--- config.mk ---
export PLATFORM = sky130hd
export DESIGN_NAME = ram_arbiter
export DESIGN_NICKNAME = d
export VERILOG_FILES = /design/src/common/soc_pkg.sv /design/src/work_ram/ram_arbiter.sv
export SDC_FILE = /design/constraint.sdc
export NUM_CORES = 1
export LEC_CHECK = 0
export ABC_AREA = 0
export BUFFER_PORTS_ARGS = -buffer_cell sky130_fd_sc_hd__buf_2
export CORE_MARGIN = 4
export CORE_UTILIZATION = 26
export DETAILED_ROUTE_END_ITERATION = 8
export PLACE_DENSITY = 0.89
export SLEW_MARGIN = 20
export SYNTH_ARGS = -nofsm -noshare
export SYNTH_HDL_FRONTEND = slang
export SYNTH_SLANG_ARGS = --single-unit
--- constraint.sdc ---
create_clock -name vclk -period 2.96
set_clock_uncertainty 0.2 [all_clocks]
set_input_delay 0.592 -clock vclk [all_inputs]
set_output_delay 0.592 -clock vclk [all_outputs]
set_load 0.05 [all_outputs]
--- src/common/soc_pkg.sv ---
//////////////////////////////////////////////////////////////////////
// soc package
// address map, sizes, colours and shared types of the bus port,
// work RAM and on-screen display
//////////////////////////////////////////////////////////////////////

`default_nettype none

package soc_pkg;

  //////////////////////////////////////////////////////////////////////
  // vector types

  typedef logic [31:0] bus_addr_t;
  typedef logic [31:0] bus_data_t;
  // all zero means read
  typedef logic [3:0]  bus_strb_t;
  typedef logic [9:0]  ram_addr_t;
  typedef logic [8:0]  pix_coord_t;
  typedef logic [23:0] rgb_t;
  typedef logic [63:0] key_mask_t;
  // run bit plus two joystick selects
  typedef logic [4:0]  emu_ctrl_t;

  //////////////////////////////////////////////////////////////////////
  // bundles

  typedef struct packed {
    logic      valid;
    bus_addr_t addr;
    bus_data_t wdata;
    bus_strb_t wstrb;
  } cpu_req_t;

  typedef struct packed {
    logic de;
    logic hs;
    logic vs;
  } video_beat_t;

  // one cycle on the single RAM port
  typedef struct packed {
    logic      en;
    ram_addr_t addr;
    bus_data_t wdata;
    bus_strb_t wstrb;
  } ram_req_t;

  typedef enum logic [1:0] {
    idle,
    wait_ram,
    respond
  } bus_state_e;

  //////////////////////////////////////////////////////////////////////
  // address map

  // top address nibble
  localparam logic [3:0] region_ram  = 4'h1;
  localparam logic [3:0] region_regs = 4'h3;

  localparam bus_addr_t reg_osd_ctrl   = 32'h3000_0000;
  localparam bus_addr_t reg_keymask_lo = 32'h3000_0004;
  localparam bus_addr_t reg_keymask_hi = 32'h3000_0008;
  localparam bus_addr_t reg_emu_ctrl   = 32'h3000_000c;

  // osd window with one bit per pixel
  localparam int osd_width  = 256;
  localparam int osd_height = 64;

  localparam rgb_t osd_fg = 24'hff_ffff;
  localparam rgb_t osd_bg = 24'h30_4050;

  localparam int ram_words = 1024;

endpackage

`default_nettype wire
--- src/work_ram/ram_arbiter.sv ---
//////////////////////////////////////////////////////////////////////
// ram arbiter
// fixed priority for the single work RAM port with the overlay fetch first
//////////////////////////////////////////////////////////////////////

`timescale 1ns/1ns
`default_nettype none

module ram_arbiter (
  input  wire soc_pkg::ram_req_t i_cpu_req,
  output logic                   o_cpu_grant,
  input  wire soc_pkg::ram_req_t i_osd_req,
  output soc_pkg::ram_req_t      o_ram_req
);

  logic osd_wins;

  // a fetch must land in its own cycle, the processor can wait
  assign osd_wins = i_osd_req.en;

  assign o_cpu_grant = i_cpu_req.en && !osd_wins;

  always_comb begin
    if (osd_wins) begin
      o_ram_req = i_osd_req;
    end else begin
      o_ram_req = i_cpu_req;
    end
  end

endmodule

`default_nettype wire

* Yosys cells after proc, flatten, opt, wreduce, memory -nomap -nowiden
Cells that the tools add are included.
** Storage, ports and cells
- Output and inout bits :: 48
- Logic and storage cells :: 3
- Register bits :: 0
- Input port bits :: 94
** Operators by class
- Reductions and logical operators :: 2
- Mux-type cells :: 1
** Operator list (number)
- $mux W47 :: 1
- $logic_and A1 B1 Y1 :: 1
- $logic_not A1 Y1 :: 1

* Depth between registers and ports, before layout
- Depth in word-level cells :: 2
- Gate-level depth with buffers :: 3
- Gate-level depth less buffers :: 1

* Least setup slack after synthesis
No wires, ideal clock.
- Kind :: input-to-output
- Start :: input port i_osd_req[46] in the netlist's numbering
- End :: output port o_cpu_grant
- Data arrival time :: 1.563 ns
- Setup slack :: 0.605 ns
- Stages on the path :: 3
- Path buffers :: 2
- Required time :: 2.168 ns
- Cell sequence :: buf_6 > buf_6 > nor2b_1
** On the way
- Cells in the longest elaborated chain, start to end :: 2
** RTL lines
- from (decl) :: line ram_arbiter.sv:12 : input wire soc_pkg::ram_req_t i_osd_req,
- $logic_not A1 Y1 :: line ram_arbiter.sv:21 : assign o_cpu_grant = i_cpu_req.en && !osd_wins;
- $logic_and A1 B1 Y1 :: line ram_arbiter.sv:21
- to (decl) :: line ram_arbiter.sv:11 : output logic o_cpu_grant,
Every way passes these cells.

==> results by group <==
Pwr
  – PwrDens: 279.6 nW/um^2
  – Leakage: 0.8302 nW
  – VDD IR-drop max: about 0.23 mV

Global routing
  – Initial antenna violation count: 0
  – Vias in the first global route: approximately 1100
  – GR Util All Layers: 0.1854
  – GRT overflow: 0
  – Global-route wire length before repair: between 4000 and 5000 um
  – Pin count of the biggest net entering global routing: roughly 50

Clock network
  – Setup bufs post-CTS: 0
  – Resized Gates After CTS: 0
  – CTS Hold Bufs: 0

Synth
  – Yosys warning total: 0
  – Synth Area in Adders: 0
  – Yosys cell types: 6
  – Share of the synthesized area in the top cell type: 0.4912
  – Top-count cell post-synth: mux2_2
  – Syn Area/Cell: 12.11 sq um
  – Largest family of logic cells by synthesized area: multiplexers
  – Area leader, netlist: mux2_2
  – Mapped cell area: around 640 sq um
  – Synth top area cells: mux2_2 49%, mux2_4 42%, buf_6 5.3%
  – Post-synthesis compound-gate area fraction: 0
  – Seq/Total Area, Yosys: 0
  – Xor/xnor share of the synthesized area: 0
  – Syn nets: around 150
  – Syn Inst Count: between 50 and 60
  – Post-Synth Simple-Gate Area: 0.01949
  – Post-synth top cells: 28 x mux2_2, 18 x mux2_4, 3 x buf_6
  – Post-synthesis mux area share: 0.9123

Floorplanning
  – Number of I/O pins: roughly 140
  – Die Height: between 50 and 60 um
  – Core box area: roughly 2300 sq um
  – Die width: between 50 and 60 um
  – Initial core utilization: 0.2820
  – Die area: approximately 3300 sq um
  – Row cnt: 17

Outcome
  – Status: completed

Job
  – Max_cap viols: 0

Critical path
  – WS Path Type: input port to output pin
  – CP Launch Type: input port
  – Top delay family on crit path: buffers and inverters
  – Critical path's slowest cell: mux2_2
  – Most used cell, CP: buf_2
  – CP Buf/Inv Count: 3
  – Max stage delay on crit path: around 0.38 ns
  – Worst EP required: roughly 2.2 ns
  – Critical path depth: 4
  – CP Max Fanout: 48
  – Critical Path AT: 1.57 ns
  – Critical path, cell by cell: buf_2, buf_12, mux2_2, buf_2
  – CP Capture Type: output pin

Final layout
  – Area delta synth->final: 112.5%
  – Seq. cell area: 0 sq um
  – Clkbuf count: 0
  – Layout cells sized above 1: 0.9948
  – Ant diodes: 0
  – Layout Utilization: 0.5992
  – Num sequential: 0
  – FILL cells: between 200 and 250
  – Fin nets: 287

STA
  – TNS Setup: 0 ns
  – Crit path time final: between 2 and 2.5 ns
  – Highest Clock Rate: 422.6 MHz
  – Slew headroom: 0.8129
  – Setup Viol. Count Final: 0
  – RSZ-0062 raised after global routing: no
  – Worst slew pin tran: between 0.2 and 0.3 ns
  – Final worst-path cycle share: 0.7994
  – Final WS setup: a little under 0.6 ns
  – Max Transition Viols Final: 0
  – Final hold vios: 0

Placement
  – Port bufs: roughly 140
  – DP HPWL: 3138 um
  – Dpl ws: around 0.60 ns
  – Gpl congestion: 0.7890

Detailed routing
  – DR vias: about 1000
  – Routed wire length per instance: approximately 16 um
  – Vias/cell: between 4 and 5
  – Antenna Nets Post-Route: 0
  – Pre-Repair DR Iteration Count: 4
  – Detailed Route Iter0 Violations: 28
  – WL final: about 3500 um
  – # DRC: 0

Worst hold path
  – Hold crit path type: input port to output pin
  – Hold Path Depth: 3
-- cell type report --
class | instances | area (sq um) | area share
Multi-Input combinational cell | 48 | 598.1 | 0.4385
Tap cell | 28 | 35.03 | 0.02569
Timing Repair Buffer | 143 | 730.7 | 0.5358
-- report_power, final --
part	switching (mW)	internal [mW]
Clock	0	0
Sequential	0	0
Combinational	0.246	0.135
-- logic make-up after synthesis --
group,count (synthesis)
mux,46
buf+inv,5
simple gates,2
-- routing by layer --
layer,up-vias,global-route usage,wire [um]
met5,-,0,0
met4,0,0.01325,21
met3,2,0.07350,531
met2,81,0.4161,1904
met1,442,0.1468,1003
li1,478,-,-
-- metrics by stage --
step | hold slack, ns | area, sq um | power [mW] | std cells
CTS | 1.402 | 1364 | 0.3839 | 219
detailed placement | 1.402 | 1364 | 0.3831 | 219
floorplan | 1.206 | 641.9 | 0.2734 | 53
finish | 1.398 | 1364 | 0.3813 | 219
global placement | 1.392 | 1364 | 0.3779 | 219
global route | 1.422 | 1364 | 0.3986 | 219
-- cells in the final DEF (no fill, tap or decap), drive strengths merged --
master / n
mux2: 46
buf: 143
nor2b: 1
or2: 1
-- worst paths after layout --
kind | end | from | slack (ns)
max | o_ram_req[23] | i_osd_req[46] | 0.59
min | o_ram_req[46] | i_cpu_req[46] | 1.40
Note: power is estimated with default switching activity, not from simulation.
