### src/common/soc_pkg.sv
//////////////////////////////////////////////////////////////////////
// soc package
// address map, sizes, colours and shared types of the bus port,
// work RAM and on-screen display
//////////////////////////////////////////////////////////////////////

`default_nettype none

package soc_pkg;

  //////////////////////////////////////////////////////////////////////
  // vector types

  typedef logic [31:0] bus_addr_t;
  typedef logic [31:0] bus_data_t;
  // all zero means read
  typedef logic [3:0]  bus_strb_t;
  typedef logic [9:0]  ram_addr_t;
  typedef logic [8:0]  pix_coord_t;
  typedef logic [23:0] rgb_t;
  typedef logic [63:0] key_mask_t;
  // run bit plus two joystick selects
  typedef logic [4:0]  emu_ctrl_t;

  //////////////////////////////////////////////////////////////////////
  // bundles

  typedef struct packed {
    logic      valid;
    bus_addr_t addr;
    bus_data_t wdata;
    bus_strb_t wstrb;
  } cpu_req_t;

  typedef struct packed {
    logic de;
    logic hs;
    logic vs;
  } video_beat_t;

  // one cycle on the single RAM port
  typedef struct packed {
    logic      en;
    ram_addr_t addr;
    bus_data_t wdata;
    bus_strb_t wstrb;
  } ram_req_t;

  typedef enum logic [1:0] {
    idle,
    wait_ram,
    respond
  } bus_state_e;

  //////////////////////////////////////////////////////////////////////
  // address map

  // top address nibble
  localparam logic [3:0] region_ram  = 4'h1;
  localparam logic [3:0] region_regs = 4'h3;

  localparam bus_addr_t reg_osd_ctrl   = 32'h3000_0000;
  localparam bus_addr_t reg_keymask_lo = 32'h3000_0004;
  localparam bus_addr_t reg_keymask_hi = 32'h3000_0008;
  localparam bus_addr_t reg_emu_ctrl   = 32'h3000_000c;

  // osd window with one bit per pixel
  localparam int osd_width  = 256;
  localparam int osd_height = 64;

  localparam rgb_t osd_fg = 24'hff_ffff;
  localparam rgb_t osd_bg = 24'h30_4050;

  localparam int ram_words = 1024;

endpackage

`default_nettype wire
### src/rtl/bus_decoder.sv
//////////////////////////////////////////////////////////////////////
// bus decoder
// region decode, valid/ready handshake and response data select
//////////////////////////////////////////////////////////////////////

`timescale 1ns/1ns
`default_nettype none

module bus_decoder (
  input  wire                    clk,
  input  wire                    rst,
  input  wire soc_pkg::cpu_req_t i_cpu,
  output logic                   o_cpu_ready,
  output soc_pkg::bus_data_t     o_cpu_rdata,
  output logic                   o_reg_wr,
  input  wire soc_pkg::bus_data_t i_reg_rdata,
  output soc_pkg::ram_req_t      o_ram_req,
  input  wire                    i_ram_grant,
  input  wire soc_pkg::bus_data_t i_ram_rdata
);

  soc_pkg::bus_state_e state_q;
  soc_pkg::bus_state_e state_d;
  logic [3:0]          region;
  logic                is_ram;
  logic                is_regs;

  assign region  = i_cpu.addr[31:28];
  assign is_ram  = (region == soc_pkg::region_ram);
  assign is_regs = (region == soc_pkg::region_regs);

  always_comb begin
    state_d = state_q;
    case (state_q)
      soc_pkg::idle: begin
        // regs and holes answer next cycle, RAM waits for its grant
        if (i_cpu.valid) begin
          if (!is_ram || i_ram_grant) begin
            state_d = soc_pkg::respond;
          end else begin
            state_d = soc_pkg::wait_ram;
          end
        end
      end
      soc_pkg::wait_ram: begin
        if (i_ram_grant) begin
          state_d = soc_pkg::respond;
        end
      end
      default: begin
        state_d = soc_pkg::idle;
      end
    endcase
  end

  always_ff @(posedge clk) begin
    if (rst) begin
      state_q <= soc_pkg::idle;
    end else begin
      state_q <= state_d;
    end
  end

  // register writes need the full strobe
  assign o_reg_wr = (state_q == soc_pkg::idle) && i_cpu.valid && is_regs &&
                    (i_cpu.wstrb == 4'b1111);

  // request held until granted, dropped while responding
  assign o_ram_req.en    = i_cpu.valid && is_ram && (state_q != soc_pkg::respond);
  assign o_ram_req.addr  = i_cpu.addr[11:2];
  assign o_ram_req.wdata = i_cpu.wdata;
  assign o_ram_req.wstrb = i_cpu.wstrb;

  assign o_cpu_ready = (state_q == soc_pkg::respond);

  always_comb begin
    o_cpu_rdata = '0;
    if (o_cpu_ready) begin
      if (is_ram) begin
        o_cpu_rdata = i_ram_rdata;
      end else if (is_regs) begin
        o_cpu_rdata = i_reg_rdata;
      end
    end
  end

endmodule

`default_nettype wire

### config.mk
export PLATFORM = sky130hd
export DESIGN_NAME = bus_decoder
export DESIGN_NICKNAME = d
export VERILOG_FILES = /design/src/common/soc_pkg.sv /design/src/rtl/bus_decoder.sv
export SDC_FILE = /design/constraint.sdc
export NUM_CORES = 1
export LEC_CHECK = 0
export ABC_AREA = 1
export ABC_CLOCK_PERIOD_IN_PS = 1250
export BUFFER_PORTS_ARGS = -buffer_cell sky130_fd_sc_hd__buf_2
export CORE_AREA = 2 2 83 85
export CTS_CLUSTER_SIZE = 14
export DETAILED_ROUTE_END_ITERATION = 8
export DIE_AREA = 0 0 85 87
export GPL_TIMING_DRIVEN = 1
export PLACE_DENSITY = 0.75
export SLEW_MARGIN = 20
export SYNTH_ARGS = -nofsm -noshare
export SYNTH_HDL_FRONTEND = slang
export SYNTH_SLANG_ARGS = --single-unit
### constraint.sdc
create_clock -name clk -period 1.25 [get_ports clk]
set_clock_uncertainty 0.05 [all_clocks]
set_input_delay 0.0625 -clock clk [delete_from_list [all_inputs] [get_ports clk]]
set_output_delay 0.0625 -clock clk [all_outputs]
set_load 0.005 [all_outputs]
Word level (Yosys, flattened, before mapping)
Cells that the tools add are included.
{"block": "op_classes", "n_reduce_logical": 9, "eq_ne": 8, "muxes": 7}
{"cell": "$mux W32", "count": 3}
{"cell": "$mux W2", "count": 3}
{"cell": "$ne A2 B2 Y1 const B", "count": 3}
{"cell": "$logic_and A1 B1 Y1", "count": 5}
{"cell": "$eq A4 B1 Y1 const B", "count": 1}
{"cell": "$eq A4 B2 Y1 const B", "count": 1}
{"cell": "$eq A4 B4 Y1 const B", "count": 1}
{"cell": "$pmux W2 S2", "count": 1}
{"cell": "$eq A2 B1 Y1 const B", "count": 1}
{"cell": "$eq A2 B2 Y1 const B", "count": 1}
{"cell": "$logic_not A2 Y1", "count": 1}
{"cell": "$reduce_and A2 Y1", "count": 1}
{"cell": "$logic_not A1 Y1", "count": 1}
{"cell": "$logic_or A1 B1 Y1", "count": 1}
{"block": "totals", "input_bits": 136, "output_inout_bits": 81, "ff_bits": 2, "wordCells": 25}

Logic depth before layout (Yosys ltp)
{"block": "depth", "word_depth": 6, "mapped_depth": 5, "mapped_depth_nobuf": 5}

Worst setup path before layout
Ideal clock, no wire load.
{"block": "synth_path", "path_kind": "register to output", "start": "reg state_q[1]", "end": "out o_cpu_rdata[10]", "path_buffers": 1, "setup_slack_ns": 0.259, "stages_incl_launch_ff": 6, "required_time_ns": 1.138, "arrival_ns": 0.878, "cell_sequence": "dfxtp_1 inv_2 nor2_2 inv_2 buf_2 a21oi_2"}
{"block": "synth_between", "elab_chain_cells": 2}
{"item": "start: declaration", "line": "bus_decoder.sv:22", "source": "soc_pkg::bus_state_e state_q;"}
{"item": "start signal: assignment", "line": "bus_decoder.sv:58", "source": "state_q <= soc_pkg::idle;"}
{"item": "start signal: assignment", "line": "bus_decoder.sv:60", "source": "state_q <= state_d;"}
{"item": "$eq A2 B2 Y1", "line": "bus_decoder.sv:74", "source": "assign o_cpu_ready = (state_q == soc_pkg::respond);"}
{"item": "net o_cpu_ready", "line": "bus_decoder.sv:13", "source": "output logic o_cpu_ready,"}
{"item": "$mux W32", "line": "bus_decoder.sv:78", "source": "if (o_cpu_ready) begin"}
{"item": "end: declaration", "line": "bus_decoder.sv:14", "source": "output soc_pkg::bus_data_t o_cpu_rdata,"}
The timed path passes the listed nets, and every way through them passes these cells.

Final worst setup path
{"block": "layout_path", "start": "reg state_q[0]", "end": "out o_cpu_rdata[30]"}
{"block": "layout_between", "elab_chain_cells": 2}
{"item": "$eq A2 B2 Y1", "line": "bus_decoder.sv:74"}
{"item": "$mux W32", "line": "bus_decoder.sv:78"}
No other way between the ends.

==> metrics.txt <==
Final setup viols 0; MaxCap Viol Count 0; syn nets 323; CTS Hold Bufs 0; Syn-to-layout area delta 24.8%; period utilization 99.9%; htree depth 1; core area 0.00657 mm²; antenna violations before repair 0; r2r endpoint state_q[0]; 1st-pass router iterations 4; global-route wire length before repair 5.77 mm; synth unique cells 19; Max Fclk 800 MHz; area occupied by multi-input gates 865 µm²; largest net degree at the start of global routing 35; worst setup path category flip-flop to primary output; max reg flops 2; Clock Sinks 2; via count 1495; Seq/Total Area, Yosys 2.83%; Worst VDD drop 0.596 mV; Final Slew Violations 0; Iter 0 DRT Violations 28; CP top delay family flip-flops; I/O Pins 217; Slew HR 84.9%; Detail Route Antenna Nets 0; RSZ-0062 raised after global routing yes; Lkg Pwr 0.723 nW; WL final 3.97 mm; vias in the first global route 1270; Clk Tree Root Cell clkbuf_8; row count 30; status finished clean; Final Cell Area 0.00177 mm²; Worst Path Required 1.14 ns; Fillers 719; Critical Path, Cell by Cell nor2_4 -> inv_2 -> buf_12 -> a21oi_4 -> buf_2; placer congestion estimate 0.688; HP Class input pin to primary output; Min-Delay Startpoint i_cpu[19]; Biggest register state_q; critical path arrival 1.14 ns; DP Wirelength 3.09 mm; Post-Syn Instances 187; Synth Register Bits 2; setup TNS 0 ns; WL/cell 12.1 µm; Worst R2R Start state_q[0]; CP max FO 16; # diodes 0; slowest CP cell dfxtp_4; Hold Crit Endpoint o_ram_req[19]; P per Cell Area 392 mW/mm²; hold slack 0.0750 ns; DRC 0; Syn Std Cell Area 0.00142 mm²; port bufs 114; All-Layer GR Usage 9.28%; max incr delay on CP 0.35 ns; DR vias/cell 4.56; Worst-path clk slew 0.03 ns; Least-Margin Pin Slew 0.227 ns; Final min period 1.25 ns; Worst R2R Path Depth 3; Critical Path Sink Type primary output; Die W 85 µm; Starting Density 21.6%; sequential cell area 45.0 µm²; Hold Crit Depth 0; die area 0.00740 mm²; WP buf/inv 3; TritonCTS buffer count 3; Die Y 87 µm; CP startpoint kind flip-flop; Final Hold Viols 0; Clk Latency, worst-skew pair 0.21 ns; Post-Syn Area per Cell 7.57 µm²; CTS tree built; Placed Area 0.00170 mm²; total grt overflow 0; number of synthesis warnings 0; Longest Clk Path Bufs 2; Largest regs state_q x2; slack of the worst reg-to-reg path 0.41 ns; share of cells above drive strength 1 77.8%; number of nets in the layout 386
## through the flow
stage | util, % | cells | power, W | worst slack [ns]
after CTS | 26.9 | 328 | 0.000698 | -0.00997
after detailed placement | 25.9 | 325 | 0.000444 | 0.147
after global placement | 25.9 | 325 | 0.000433 | 0.158
after floorplan | - | 187 | 0.000385 | 0.259
after global routing | 26.9 | 328 | 0.000743 | -0.0852
final | 26.9 | 328 | 0.000693 | 0.000667
## cells by family (layout without fill, tap and decap cells)
group / count (synthesis) / in the layout / share of synthesized area, %
buffers and inverters: 69 / 130 / 37.5
flip-flops: 2 / 2 / 2.83
AO/OA/AOI/OAI: 34 / 34 / 19.9
AND/OR/NAND/NOR: 82 / 82 / 39.8
## cell usage in the layout, fill, tap and decap left out
master and instances:
a21oi_4 1, inv_2 4, clkbuf_8 3, inv_1 3, dfxtp_4 1, nor2_4 3, nand4_1 1, buf_2 114
nand3_2 29, dfxtp_2 1, nand2_1 6, buf_12 6, nor3_2 1, o21ai_1 1, a21oi_2 30, o211ai_1 1
nand3_1 38, nor2_1 4, a21oi_1 1
## power breakdown
| part | switching, W | internal, W |
|---|---|---|
| logic | 0.000206 | 0.000170 |
| clock network | 0.0000465 | 0.000203 |
| registers | 0.00000217 | 0.0000651 |
## worst max path at each step
stage / from / end / cells after the start
5_1_grt: state_q[1] / o_ram_req[46] / 7
4_1_cts: state_q[1] / o_cpu_rdata[18] / 6
2_1_floorplan: state_q[1] / o_cpu_rdata[10] / 5
3_3_place_gp: state_q[1] / o_cpu_rdata[30] / 6
3_5_place_dp: state_q[1] / o_cpu_rdata[30] / 6
6_report: state_q[0] / o_cpu_rdata[30] / 5
## cell usage after synthesis (all sizes together)
library cell | number | share of area [%]
nand3 | 67 | 34
buf | 62 | 36
a21oi | 32 | 19
inv | 7 | 1.9
nor2 | 7 | 3.1
nand2 | 6 | 1.6
dfxtp | 2 | 2.8
nand4 | 1 | 0.44
nor3 | 1 | 0.71
o211ai | 1 | 0.53
o21ai | 1 | 0.35
## worst reg2reg max path: stages, from the launching register on
cell     delay, ns
dfxtp_4       0.35
nor2_1        0.12
nand3_1       0.09
o21ai_1       0.15
## area by class of cell
| cell class | count | share of cell area, % |
|---|---|---|
| clock buffer | 3 | 2.34 |
| inverter | 7 | 1.49 |
| tap | 80 | 5.66 |
| sequential | 2 | 2.55 |
| timing repair buffer | 120 | 39.1 |
| multi-input combinational | 116 | 48.9 |
## metal layers
layer / vias up / track usage (%) / part of all wire [%]
li1: 720 / - / -
met1: 666 / 9.73 / 37
met2: 85 / 17.8 / 51
met3: 24 / 1.99 / 8.4
met4: 0 / 3.90 / 3.8
met5: - / 0 / 0
## what timing repair did
item,CTS,global route
endpoints found under the setup margin,33,33
gates resized for setup,7,0
endpoints found under the hold margin,0,0
gates cloned,0,0
setup buffers,0,0
Power figures use the tool's default switching activity.
