<file path="src/common/soc_pkg.sv">
//////////////////////////////////////////////////////////////////////
// soc package
// address map, sizes, colours and shared types of the bus port,
// work RAM and on-screen display
//////////////////////////////////////////////////////////////////////

`default_nettype none

package soc_pkg;

  //////////////////////////////////////////////////////////////////////
  // vector types

  typedef logic [31:0] bus_addr_t;
  typedef logic [31:0] bus_data_t;
  // all zero means read
  typedef logic [3:0]  bus_strb_t;
  typedef logic [9:0]  ram_addr_t;
  typedef logic [8:0]  pix_coord_t;
  typedef logic [23:0] rgb_t;
  typedef logic [63:0] key_mask_t;
  // run bit plus two joystick selects
  typedef logic [4:0]  emu_ctrl_t;

  //////////////////////////////////////////////////////////////////////
  // bundles

  typedef struct packed {
    logic      valid;
    bus_addr_t addr;
    bus_data_t wdata;
    bus_strb_t wstrb;
  } cpu_req_t;

  typedef struct packed {
    logic de;
    logic hs;
    logic vs;
  } video_beat_t;

  // one cycle on the single RAM port
  typedef struct packed {
    logic      en;
    ram_addr_t addr;
    bus_data_t wdata;
    bus_strb_t wstrb;
  } ram_req_t;

  typedef enum logic [1:0] {
    idle,
    wait_ram,
    respond
  } bus_state_e;

  //////////////////////////////////////////////////////////////////////
  // address map

  // top address nibble
  localparam logic [3:0] region_ram  = 4'h1;
  localparam logic [3:0] region_regs = 4'h3;

  localparam bus_addr_t reg_osd_ctrl   = 32'h3000_0000;
  localparam bus_addr_t reg_keymask_lo = 32'h3000_0004;
  localparam bus_addr_t reg_keymask_hi = 32'h3000_0008;
  localparam bus_addr_t reg_emu_ctrl   = 32'h3000_000c;

  // osd window with one bit per pixel
  localparam int osd_width  = 256;
  localparam int osd_height = 64;

  localparam rgb_t osd_fg = 24'hff_ffff;
  localparam rgb_t osd_bg = 24'h30_4050;

  localparam int ram_words = 1024;

endpackage

`default_nettype wire
</file>
<file path="src/rtl/ctrl_regs.sv">
//////////////////////////////////////////////////////////////////////
// control registers
// display enable, emulator control and 64-bit keyboard mask
//////////////////////////////////////////////////////////////////////

`timescale 1ns/1ns
`default_nettype none

module ctrl_regs (
  input  wire                     clk,
  input  wire                     rst,
  input  wire                     i_wr,
  input  wire soc_pkg::bus_addr_t i_addr,
  input  wire soc_pkg::bus_data_t i_wdata,
  output soc_pkg::bus_data_t      o_rdata,
  output logic                    o_osd_enable,
  output soc_pkg::emu_ctrl_t      o_emu_ctrl,
  output soc_pkg::key_mask_t      o_keyboard_mask
);

  always_ff @(posedge clk) begin
    if (rst) begin
      o_osd_enable    <= 1'b0;
      o_emu_ctrl      <= '0;
      o_keyboard_mask <= '0;
    end else if (i_wr) begin
      case (i_addr)
        soc_pkg::reg_osd_ctrl:   o_osd_enable <= i_wdata[0];
        soc_pkg::reg_keymask_lo: o_keyboard_mask[31:0] <= i_wdata;
        soc_pkg::reg_keymask_hi: o_keyboard_mask[63:32] <= i_wdata;
        soc_pkg::reg_emu_ctrl:   o_emu_ctrl <= i_wdata[4:0];
        default: begin
        end
      endcase
    end
  end

  // zero-extended readback
  always_comb begin
    case (i_addr)
      soc_pkg::reg_osd_ctrl:   o_rdata = {31'd0, o_osd_enable};
      soc_pkg::reg_keymask_lo: o_rdata = o_keyboard_mask[31:0];
      soc_pkg::reg_keymask_hi: o_rdata = o_keyboard_mask[63:32];
      soc_pkg::reg_emu_ctrl:   o_rdata = {27'd0, o_emu_ctrl};
      default:                 o_rdata = '0;
    endcase
  end

endmodule

`default_nettype wire

</file>
<file path="config.mk">
export PLATFORM = sky130hd
export DESIGN_NAME = ctrl_regs
export DESIGN_NICKNAME = d
export VERILOG_FILES = /design/src/common/soc_pkg.sv /design/src/rtl/ctrl_regs.sv
export SDC_FILE = /design/constraint.sdc
export NUM_CORES = 1
export LEC_CHECK = 0
export ABC_AREA = 1
export BUFFER_PORTS_ARGS = -buffer_cell sky130_fd_sc_hd__buf_2
export CORE_ASPECT_RATIO = 0.75
export CORE_MARGIN = 5
export CORE_UTILIZATION = 30
export DETAILED_ROUTE_END_ITERATION = 10
export PLACE_DENSITY = 0.59
export SLEW_MARGIN = 20
export SYNTH_ARGS = -nofsm -noshare
export SYNTH_HDL_FRONTEND = slang
export SYNTH_SLANG_ARGS = --single-unit
</file>
<file path="constraint.sdc">
create_clock -name clk -period 3 [get_ports clk]
set_input_delay 0.45 -clock clk [delete_from_list [all_inputs] [get_ports clk]]
set_output_delay 0.45 -clock clk [all_outputs]
set_load 0.005 [all_outputs]
</file>
### Word-level counts from Yosys, hierarchy flattened

Index checks and enable logic that the tools add are counted.

| operators by class | value |
|---|---|
| reductions and logical operators | 4 |
| equality and inequality tests | 4 |
| multiplexer cells | 1 |

Operators with widths:

| operator | count |
|---|---|
| $eq A32 B30 Y1 const B | 4 |
| $pmux W32 S4 | 1 |
| $reduce_and A2 Y1 | 4 |

| storage, ports and cells | value |
|---|---|
| bits of input ports | 67 |
| output and inout port bits | 102 |
| register bits after elaboration | 70 |
| logic and storage cells | 13 |

### Depth between registers and ports, before layout

Gate-level depths: netlist of the first run.

| logic depth | value |
|---|---|
| word-level depth | 2 |
| gate-level depth with buffers | 10 |
| gate-level depth less buffers | 10 |

### Worst setup path after synthesis of the first run

OpenSTA, ideal clock, no wires.

| timing | value |
|---|---|
| path kind | in2out |
| start point | input i_addr[27] |
| end point | output o_rdata[0] |
| arrival | 1.381 ns |
| data required time | 2.550 ns |
| stages | 9 |
| buffers on the path | 0 |
| slack | 1.169 ns |
| path through | nor2_1 nand2_1 nor2_1 nand2_2 nor2_2 nand2_1 nand2_1 inv_1 nand2_1 |

| on the way | value |
|---|---|
| word-level cells in the longest chain between the ends | 2 |
| elaborated cells on any way between the ends | 5 |
| classes of those cells | eq/ne: 4; mux: 1 |

RTL lines:

| element | RTL line | source |
|---|---|---|
| from (decl) | ctrl_regs.sv:13 | `input wire soc_pkg::bus_addr_t i_addr,` |
| $eq A32 B30 Y1 | ctrl_regs.sv:40 | `case (i_addr)` |
| $pmux W32 S4 * | ctrl_regs.sv:40 |  |
| to (decl) | ctrl_regs.sv:15 | `output soc_pkg::bus_data_t o_rdata,` |

Every way passes the cells marked *; elsewhere a longest branch is shown, timed or not.

### Worst setup path after layout of the first run

| timing | value |
|---|---|
| start point | input i_addr[27] |
| end point | output o_rdata[12] |

The elaborated chain is that of the path after synthesis.

==> metrics, run 1 <==
Buf+Inv Stages, Crit Path=3; peak supply drop=around 0.00024 V; largest cells by area after synthesis=dfxtp_1, nand2_1, nor2_1, nand3_1, a21oi_1; Worst Setup End Kind=output pin; setup_tns=0 ns; slowest CP cell=nor2_8; die height=around 110 um; pin count of the biggest net entering global routing=about 140; Final min period=2.384 ns; syn nets=668; WP data arrival=roughly 1.9 ns; initial core utilization=30.58%; cell taking the most area after synthesis=dfxtp_1; endpoints failing hold=0; RSZ-0062 raised after global routing=false; Iteration-0 DRC Markers=271; CP max FO=27; clock power share=48.5%; Async S/R FF share, synth=0%; Routed WL=11760 um; top post-synthesis cells by count=nand2_1, nor2_1, nand3_1; Netlist cell types=16; Die ar.=0.01491 mm^2; first-pass GRT wire length=approximately 19000 um; PD cells=424.2 mW/mm^2; ant diodes=0; gpl congestion=0.8182; highest clock rate=419.4 MHz; cts bufs inserted=9; most used cell, CP=nand2_1; CP Cell Sequence=buf_2 > nor2_1 > nand2_1 > nor2_1 > nand2_2 > nor2_8 > buf_12 > nand2_1 > nand2_1 > buf_2; Rel. slew slack=about three fifths; max-slew violations=0; layout cells sized above 1=26.67%; Post-Syn Area per Cell=around 6.3 um^2; Seq/Total Area, Yosys=between 30% and 40%; Final Skew=0 ns; drt first pass iters=4; clock-pin slew of the registers on the worst-case setup and hold paths=approximately 0.060 ns; Worst Tran Pin Value=a little under 0.6 ns; Worst path max stage delay=0.41 ns; Post-synth EDFFs=0; nets@finish=814; worst min path class=primary input to register; Comb power frac=7.0%; Switch Pwr=0.4715 mW; worst skew pair latency=0.32 ns; # DRC=0; Worst Path Required=2.55 ns; H-tree lvl count=3; post-CTS resize count=0; Switching Share=22.55%; flops & latches, synth=70; Int Pwr=1.619 mW; Netlist Area Pre-Place=0.003764 mm^2; post-CTS setup buffers=0; post-route ant nets=0; Cells after Synth=601; die width=approximately 140 um; layout overhead on the synthesized area=30.95%; Port Buf Inserts=~170; Rows=35; # IOs=169; Top FF cell, synth=dfxtp_1; drt wl/cell=~13 um; Congestion Overflow GR=0; Synth top area share=around 37%; Final Cycle Share=79.48%; Final Util=40.05%; sequential share of power=between 40 and 50%; Max-cap violations=0; Final HPWL DP=between 8000 and 9000 um; hold_buf cts=0; All-Layer GR Usage=15.53%; WS Path Type=primary input to output pin; most frequent cell after synthesis=nand2_1; startpoint types=primary input; leakage dissipation=2.636 nW; Via Count=approximately 4.1k; vias in the first global route=3707; Synth warnings=0; root buf cell=clkbuf_16; initial antenna violation count=0; DR vias/cell=4.490; Final Setup Violations=0; Crit path max-delay family=simple AND/OR/NAND/NOR gates; CTS sink cnt=70; placeable core area=0.01231 mm^2; outcome=completed; clk buf depth=2; CTS tree=built
-- cell type report --
| cell class | count | area, um^2 |
|---|---|---|
| fill | 1364 | 7377 |
| multi-input combinational | 449 | 1933 |
| sequential | 70 | 1401 |
| timing repair buffer | 176 | 953.4 |
| clock buffer | 10 | 229.0 |
| tap | 166 | 207.7 |
| inverter | 41 | 153.9 |
| clock inverter | 4 | 50.05 |
-- layer usage --
layer,global-route usage [%],wire [um],up-vias
met5,0,0,-
met4,3.352,97,0
met3,4.815,970,8
met2,23.03,5033,141
met1,22.04,5658,1794
li1,-,-,2170
-- power groups by stage --
stage                     clock, mW  combinational [mW]  sequential [mW]
after floorplan                   0              0.0857            0.950
after global routing           1.09               0.169            0.929
after CTS                      1.05               0.149            0.930
final                          1.01               0.147            0.930
after global placement            0               0.148            0.950
after detailed placement          0               0.148            0.950
-- logic make-up (layout without fill, tap and decap cells) --
logic type | Yosys count | count (layout) | synth area share [%]
simple gates | 379 | 379 | 42.05
buf+inv | 82 | 231 | 11.40
compound gates | 70 | 70 | 9.309
flops | 70 | 70 | 37.23
-- metrics by stage --
step | cells | setup WS [ns] | total power [mW] | cell area [um^2] | hold WS, ns
4_1_cts | 916 | 0.6111 | 2.133 | 4928 | 0.4410
5_1_grt | 916 | 0.4948 | 2.189 | 4928 | 0.4768
2_1_floorplan | 601 | 1.169 | 1.036 | 3764 | 0.4976
6_report | 916 | 0.6156 | 2.090 | 4928 | 0.4520
3_5_place_dp | 902 | 0.6142 | 1.098 | 4649 | 0.4912
3_3_place_gp | 902 | 0.6581 | 1.098 | 4649 | 0.4875
-- placed cells by master, fill, tap and decap left out --
cell type	count
clkbuf_1	1
clkbuf_16	9
nor2_8	2
a21oi_1	70
clkinv_2	1
nor2_1	105
nand2_2	3
inv_2	1
buf_2	167
clkinvlp_4	2
nand2_1	190
dfxtp_1	70
buf_4	5
buf_12	4
bufinv_16	1
nor2_4	3
inv_1	40
nand3_1	74
nor2_2	2
-- worst paths after layout --
kind / start / end / slack [ns] / cells past startpoint
setup / recovery: i_addr[27] / o_rdata[12] / 0.62 / 10
hold / removal: i_wdata[31] / o_keyboard_mask[31] / 0.45 / 5
setup reg to reg: o_keyboard_mask[1] / o_keyboard_mask[1] / 2.36 / 2
hold reg to reg: o_keyboard_mask[49] / o_keyboard_mask[49] / 0.50 / 2
-- tightest hold or removal path, stage by stage --
cell     delay [ns]
buf_2          0.07
inv_1          0.04
nand3_1        0.07
nand2_1        0.05
nor2_1         0.07
-- state kept, by name (all words and copies together), names as in the netlist --
signal and cells:
o_emu_ctrl 5, o_osd_enable 1, o_keyboard_mask 64
(Power assumes the default switching activity.)
==> run 2, diff against run 1 <==
--- a/config.mk
+++ b/config.mk
@@ -5,13 +5,13 @@
 export SDC_FILE = /design/constraint.sdc
 export NUM_CORES = 1
 export LEC_CHECK = 0
-export ABC_AREA = 1
+export ABC_AREA = 0
 export BUFFER_PORTS_ARGS = -buffer_cell sky130_fd_sc_hd__buf_2
 export CORE_ASPECT_RATIO = 0.75
 export CORE_MARGIN = 5
 export CORE_UTILIZATION = 30
 export DETAILED_ROUTE_END_ITERATION = 10
-export PLACE_DENSITY = 0.59
+export PLACE_DENSITY = 0.6
 export SLEW_MARGIN = 20
 export SYNTH_ARGS = -nofsm -noshare
 export SYNTH_HDL_FRONTEND = slang
==> constraint.sdc (replaced) <==
create_clock -name clk -period 2.5 [get_ports clk]
set_input_delay 0.375 -clock clk [delete_from_list [all_inputs] [get_ports clk]]
set_output_delay 0.375 -clock clk [all_outputs]
set_load 0.005 [all_outputs]
==> metrics, run 2 <==
Top FF cell, synth=dfxtp_1; Final Cycle Share=93.26%; Async S/R FF share, synth=0% (unchanged); cell taking the most area after synthesis=dfxtp_1; drt wl/cell=18.96 um (+48%); flops & latches, synth=70 (unchanged); nets@finish=605 (-26%); cts bufs inserted=9 (unchanged); CTS tree=built; Die ar.=0.01419 mm^2 (-4.8%); WP data arrival=1.96 ns (+0.03 ns); die width=135.9 um (-2.5%); clk buf depth=2 (unchanged); Port Buf Inserts=168 (unchanged); CTS sink cnt=70 (unchanged); final std cells w/o fill=704 (-23%); most common cell after layout, fill and taps aside=buf_2; Synth warnings=0 (unchanged); Netlist cell types=32 (+16); Final Setup Violations=0 (unchanged); Cells after Synth=387 (-36%); outcome=completed; Filler Cell Count=1149 (-16%); post-route ant nets=0 (unchanged); pin count of the biggest net entering global routing=76 (-46%); DR vias/cell=5.460 (+22%); Final Skew=0 ns (unchanged); leading cell types in the layout, fill and taps excluded=buf_2, dfxtp_1, nand4_1; ant diodes=0 (unchanged); H-tree lvl count=3 (unchanged); Placed Cells=687 (-24%); Worst Tran Pin Value=0.6328 ns (+0.05414 ns); largest registers=o_keyboard_mask x64, o_emu_ctrl x5, o_osd_enable x1; layout cells sized above 1=40.96% (+14 points); # IOs=169 (unchanged); worst skew pair latency=0.33 ns (about the same); initial core utilization=30.70% (+0.12 points); WS Path Type=primary input to output pin; drt first pass iters=4 (unchanged); post-CTS resize count=0 (unchanged); gpl congestion=0.7625 (-6.8%); Worst Setup End Kind=output pin; root buf cell=clkbuf_16; top post-synthesis cells by count=dfxtp_1, nand4_1, a21oi_1, o31ai_1, clkbuf_1; Routed WL=13350 um (+13%); leakage dissipation=2.106 nW (-20%); CP max FO=27 (unchanged); worst min path class=primary input to register; placeable core area=0.01161 mm^2 (-5.6%); # DRC=0 (unchanged); Post-Syn Area per Cell=9.214 um^2 (+47%); Final Util=42.09% (+2.0 points); peak supply drop=0.0003244 V (+34%); Worst Path Required=2.12 ns (-0.43 ns); startpoint types=primary input; setup_tns=0 ns (unchanged); hold depth=3 (-2); worst hold slack=0.3130 ns (-0.1390 ns); endpoints failing hold=0 (unchanged); overall power=2.539 mW (+21%); Rel. slew slack=57.81% (-3.6 points); max reg flops=64 (unchanged); highest clock rate=428.9 MHz; initial antenna violation count=1 (+1); Iteration-0 DRC Markers=245 (-9.6%); Rows=34 (-2.9%); largest cells by area after synthesis=dfxtp_1, o31ai_1, nand4_1, a21oi_1, a22o_1; layout overhead on the synthesized area=37.09%; post-CTS setup buffers=0 (unchanged); max-slew violations=0 (unchanged); hold_buf cts=0 (unchanged); Largest Register=o_keyboard_mask; first-pass GRT wire length=20880 um (+9.4%); R2R depth=2 (unchanged); Post-synth EDFFs=0 (unchanged); Final HPWL DP=9014 um (+11%); most frequent cell after synthesis=dfxtp_1; Seq/Total Area, Yosys=39.30% (+2.1 points); All-Layer GR Usage=18.47% (+2.9 points); Congestion Overflow GR=0 (unchanged); Final min period=2.331 ns; Synth top area share=39.30% (+2.1 points); die height=104.4 um (-2.4%); Via Count=3844 (-6.5%); vias in the first global route=3879 (+4.6%); syn nets=454 (-32%); Netlist Area Pre-Place=0.003566 mm^2 (-5.3%); Max-cap violations=0 (unchanged); PD cells=519.3 mW/mm^2 (+22%); clock-pin slew of the registers on the worst-case setup and hold paths=0.06 ns (about the same)
-- run 2: cell count changes after synthesis, sizes merged, moves of 16 or more --
cell | previous run | this run
nand2b | 0 | 21
nand2 | 193 | 1
a21oi | 70 | 54
o31ai | 0 | 54
a22o | 0 | 27
clkbuf | 3 | 32
nor2 | 112 | 6
mux2i | 0 | 16
inv | 41 | 1
buf | 38 | 17
nand3 | 74 | 3
nand4 | 0 | 57
-- run 2: logic make-up after synthesis --
logic type      share of synthesized area, %
compound gates                         26.42
buf+inv                                6.105
simple gates                           21.79
mux                                    6.386
flops                                  39.30
-- run 2: power by group --
group	internal [mW]	switching [mW]
Sequential	1.12	0.000000000200
Combinational	0.0640	0.0963
Clock	0.790	0.473
-- run 2: worst paths after layout --
path / startpoint / end / slack (ns)
hold reg to reg: o_keyboard_mask[11] / o_keyboard_mask[11] / 0.48
setup / recovery: i_addr[17] / o_rdata[20] / 0.17
hold / removal: i_wdata[31] / o_keyboard_mask[31] / 0.31
setup reg to reg: o_keyboard_mask[40] / o_keyboard_mask[40] / 1.80
-- run 2: area by class of cell --
cell class	count	area (um^2)	area share (%)
well taps	162	202.7	4.146
clock buffers	11	242.7	4.965
repair buffers	189	1036	21.19
multi-input cells	267	1954	39.98
inverters	1	3.754	0.07679
clock inverters	4	47.55	0.9726
flip-flops and latches	70	1401	28.67
-- run 2: per-stage QoR --
stage                     worst slack, ns  instance area, um^2
after floorplan                    0.4463                 3566
after global placement             0.2406                 4583
after detailed placement           0.1727                 4583
after CTS                          0.1664                 4873
after global routing             -0.01506                 4888
final                              0.1685                 4888
-- run 2: per-layer routing --
| metal | global-route usage, % | up-vias | share of wire, % |
|---|---|---|---|
| met5 | 0 | - | 0.097 |
| li1 | - | 1830 | - |
| met4 | 5.540 | 2 | 1.0 |
| met3 | 4.739 | 11 | 7.0 |
| met2 | 30.01 | 145 | 47 |
| met1 | 24.05 | 1856 | 45 |
-- run 2: critical path: stages --
cell and delay (ns):
buf_2 0.10, nor4_2 0.33, nand4_1 0.27, nor4b_4 0.37, buf_12 0.23, a22o_1 0.15
buf_2 0.11
==> run 3, diff against run 2 <==
==> constraint.sdc (replaced) <==
create_clock -name clk -period 2.96 [get_ports clk]
set_input_delay 0.444 -clock clk [delete_from_list [all_inputs] [get_ports clk]]
set_output_delay 0.444 -clock clk [all_outputs]
set_load 0.005 [all_outputs]
==> metrics, run 3 (synthesis results as in run 2) <==
max-slew violations=0 (unchanged); worst slack at placement=0.5189 ns (+0.3462 ns); leakage dissipation=2.076 nW (-1.4%); placement-stage cell area=0.004523 mm^2 (-1.3%); R2R depth=2 (unchanged); gpl congestion=0.7785 (+2.1%); initial antenna violation count=1 (unchanged); # IOs=169 (unchanged); most common cell after layout, fill and taps aside=buf_2; ant diodes=0 (unchanged); RSZ-0062 raised after global routing=false; Worst Path Required=2.52 ns (+0.40 ns); drt wl/cell=19.04 um (+0.41%); Rel. slew slack=45.34% (-12 points); Worst Setup End Kind=output pin; clock-pin slew of the registers on the worst-case setup and hold paths=0.06 ns (about the same); min-delay src=i_wdata[10]; die width=135.9 um (unchanged); post-CTS resize count=0 (unchanged); outcome=completed; layout cells sized above 1=40.33% (-0.62 points); Via Count=3866 (+0.57%); die height=104.4 um (unchanged); Iteration-0 DRC Markers=290 (+18%); WP data arrival=1.99 ns (+0.03 ns); overall power=2.170 mW (-15%); H-tree lvl count=3 (unchanged); CP max FO=12 (-56%); root buf cell=clkbuf_16; first-pass GRT wire length=20970 um (+0.43%); Rows=34 (unchanged); All-Layer GR Usage=18.71% (+0.24 points); hold depth=3 (unchanged); final std cells w/o fill=700 (-0.57%); design area=0.004826 mm^2 (-1.3%); FF-to-FF End=o_keyboard_mask[50]; leading cell types in the layout, fill and taps excluded=buf_2, dfxtp_1, nand4_1; initial core utilization=30.70% (unchanged); Routed WL=13330 um (-0.16%); drt first pass iters=5 (+1); # DRC=0 (unchanged); layout overhead on the synthesized area=35.33%; nets@finish=600 (-0.83%); Worst Slack Setup Final=0.5239 ns (+0.3554 ns); RR Startpoint=o_keyboard_mask[50]; grt met1 use=24.05% (about the same); vias in the first global route=3872 (-0.18%); post-route ant nets=0 (unchanged); Final Setup Violations=0 (unchanged); Final HPWL DP=9295 um (+3.1%); clk buf depth=2 (unchanged); endpoints failing hold=0 (unchanged); met3 usage=5.706% (+0.97 points); CTS tree=built; Die ar.=0.01419 mm^2 (unchanged); WS Path Type=primary input to output pin; reg-to-reg slack, setup=2.23 ns (+0.43 ns); routing usage on met2=29.76% (-0.25 points); Largest Register=o_keyboard_mask; slowest CP cell=nor4b_4; pin count of the biggest net entering global routing=52 (-32%); hold_buf cts=0 (unchanged); most used cell, CP=buf_2; worst skew pair latency=0.34 ns (about the same); CP Cell Sequence=buf_2 > nor4_2 > nand4_1 > nor4b_4 > buf_4 > a22o_1 > buf_2; Worst Tran Pin Value=0.8199 ns (+0.1871 ns); Port Buf Inserts=168 (unchanged); peak supply drop=0.0002703 V (-17%); setup_tns=0 ns (unchanged); Final Skew=0 ns (unchanged); DR vias/cell=5.523 (+1.1%); CTS sink cnt=70 (unchanged); Congestion Overflow GR=0 (unchanged); Filler Cell Count=1163 (+1.2%); worst min path class=primary input to register; highest clock rate=roughly 410 MHz; Final Util=41.55% (-0.54 points); max reg flops=64 (unchanged); Placed Cells=684 (-0.44%); Final min period=2.436 ns; Max-cap violations=0 (unchanged); startpoint types=primary input; worst hold slack=0.3757 ns (+0.06261 ns); PD cells=449.6 mW/mm^2 (-13%); Min-Delay Endpoint=o_keyboard_mask[42]; largest registers=o_keyboard_mask x64, o_emu_ctrl x5, o_osd_enable x1; gr busiest metal=met2; placeable core area=0.01161 mm^2 (unchanged); Worst path max stage delay=0.34 ns (-0.03 ns); Final Cycle Share=82.30%; cts bufs inserted=9 (unchanged); post-CTS setup buffers=0 (unchanged)
[run 3: cell types whose count changed in the layout (fill, tap and decap cells not counted)]
cell	change
clkinv_2	-1
buf_4	-2
clkbuf_8	+1
buf_12	-3
clkbuf_1	+1
[run 3: worst max-delay path, delay by kind of cell]
family | cells | cell delay [ns]
AOI/OAI and AO/OA | 1 | 0.16
buffers and inverters | 3 | 0.47
and+or+nand+nor | 3 | 0.91
[run 3: how the worst max path moves through the flow]
| stage | start | end |
|---|---|---|
| after CTS | i_addr[18] | o_rdata[23] |
| after floorplan | i_addr[18] | o_rdata[11] |
| after detailed placement | i_addr[18] | o_rdata[26] |
| after global placement | i_addr[25] | o_rdata[26] |
| after global routing | i_addr[17] | o_rdata[23] |
| final | i_addr[17] | o_rdata[23] |
[run 3: area by class of cell]
type | count | area (um^2) | share of cell area, %
clock buffers | 13 | 260.3 | 5.393
clock inverters | 3 | 42.54 | 0.8815
inverters | 1 | 3.754 | 0.07778
multi-input cells | 267 | 1954 | 40.50
flip-flops and latches | 70 | 1401 | 29.04
well taps | 162 | 202.7 | 4.200
repair buffers | 184 | 960.9 | 19.91
[run 3: per-layer routing]
layer | part of all wire (%) | vias to the layer above
met1 | 44 | 1845
met4 | 2.0 | 2
met3 | 8.3 | 19
met2 | 46 | 186
li1 | - | 1814
met5 | 0.098 | -
[run 3: power breakdown]
| group | switching, mW | internal, mW |
|---|---|---|
| clock network | 0.400 | 0.697 |
| logic | 0.0801 | 0.0499 |
| registers | 0.000000000173 | 0.942 |
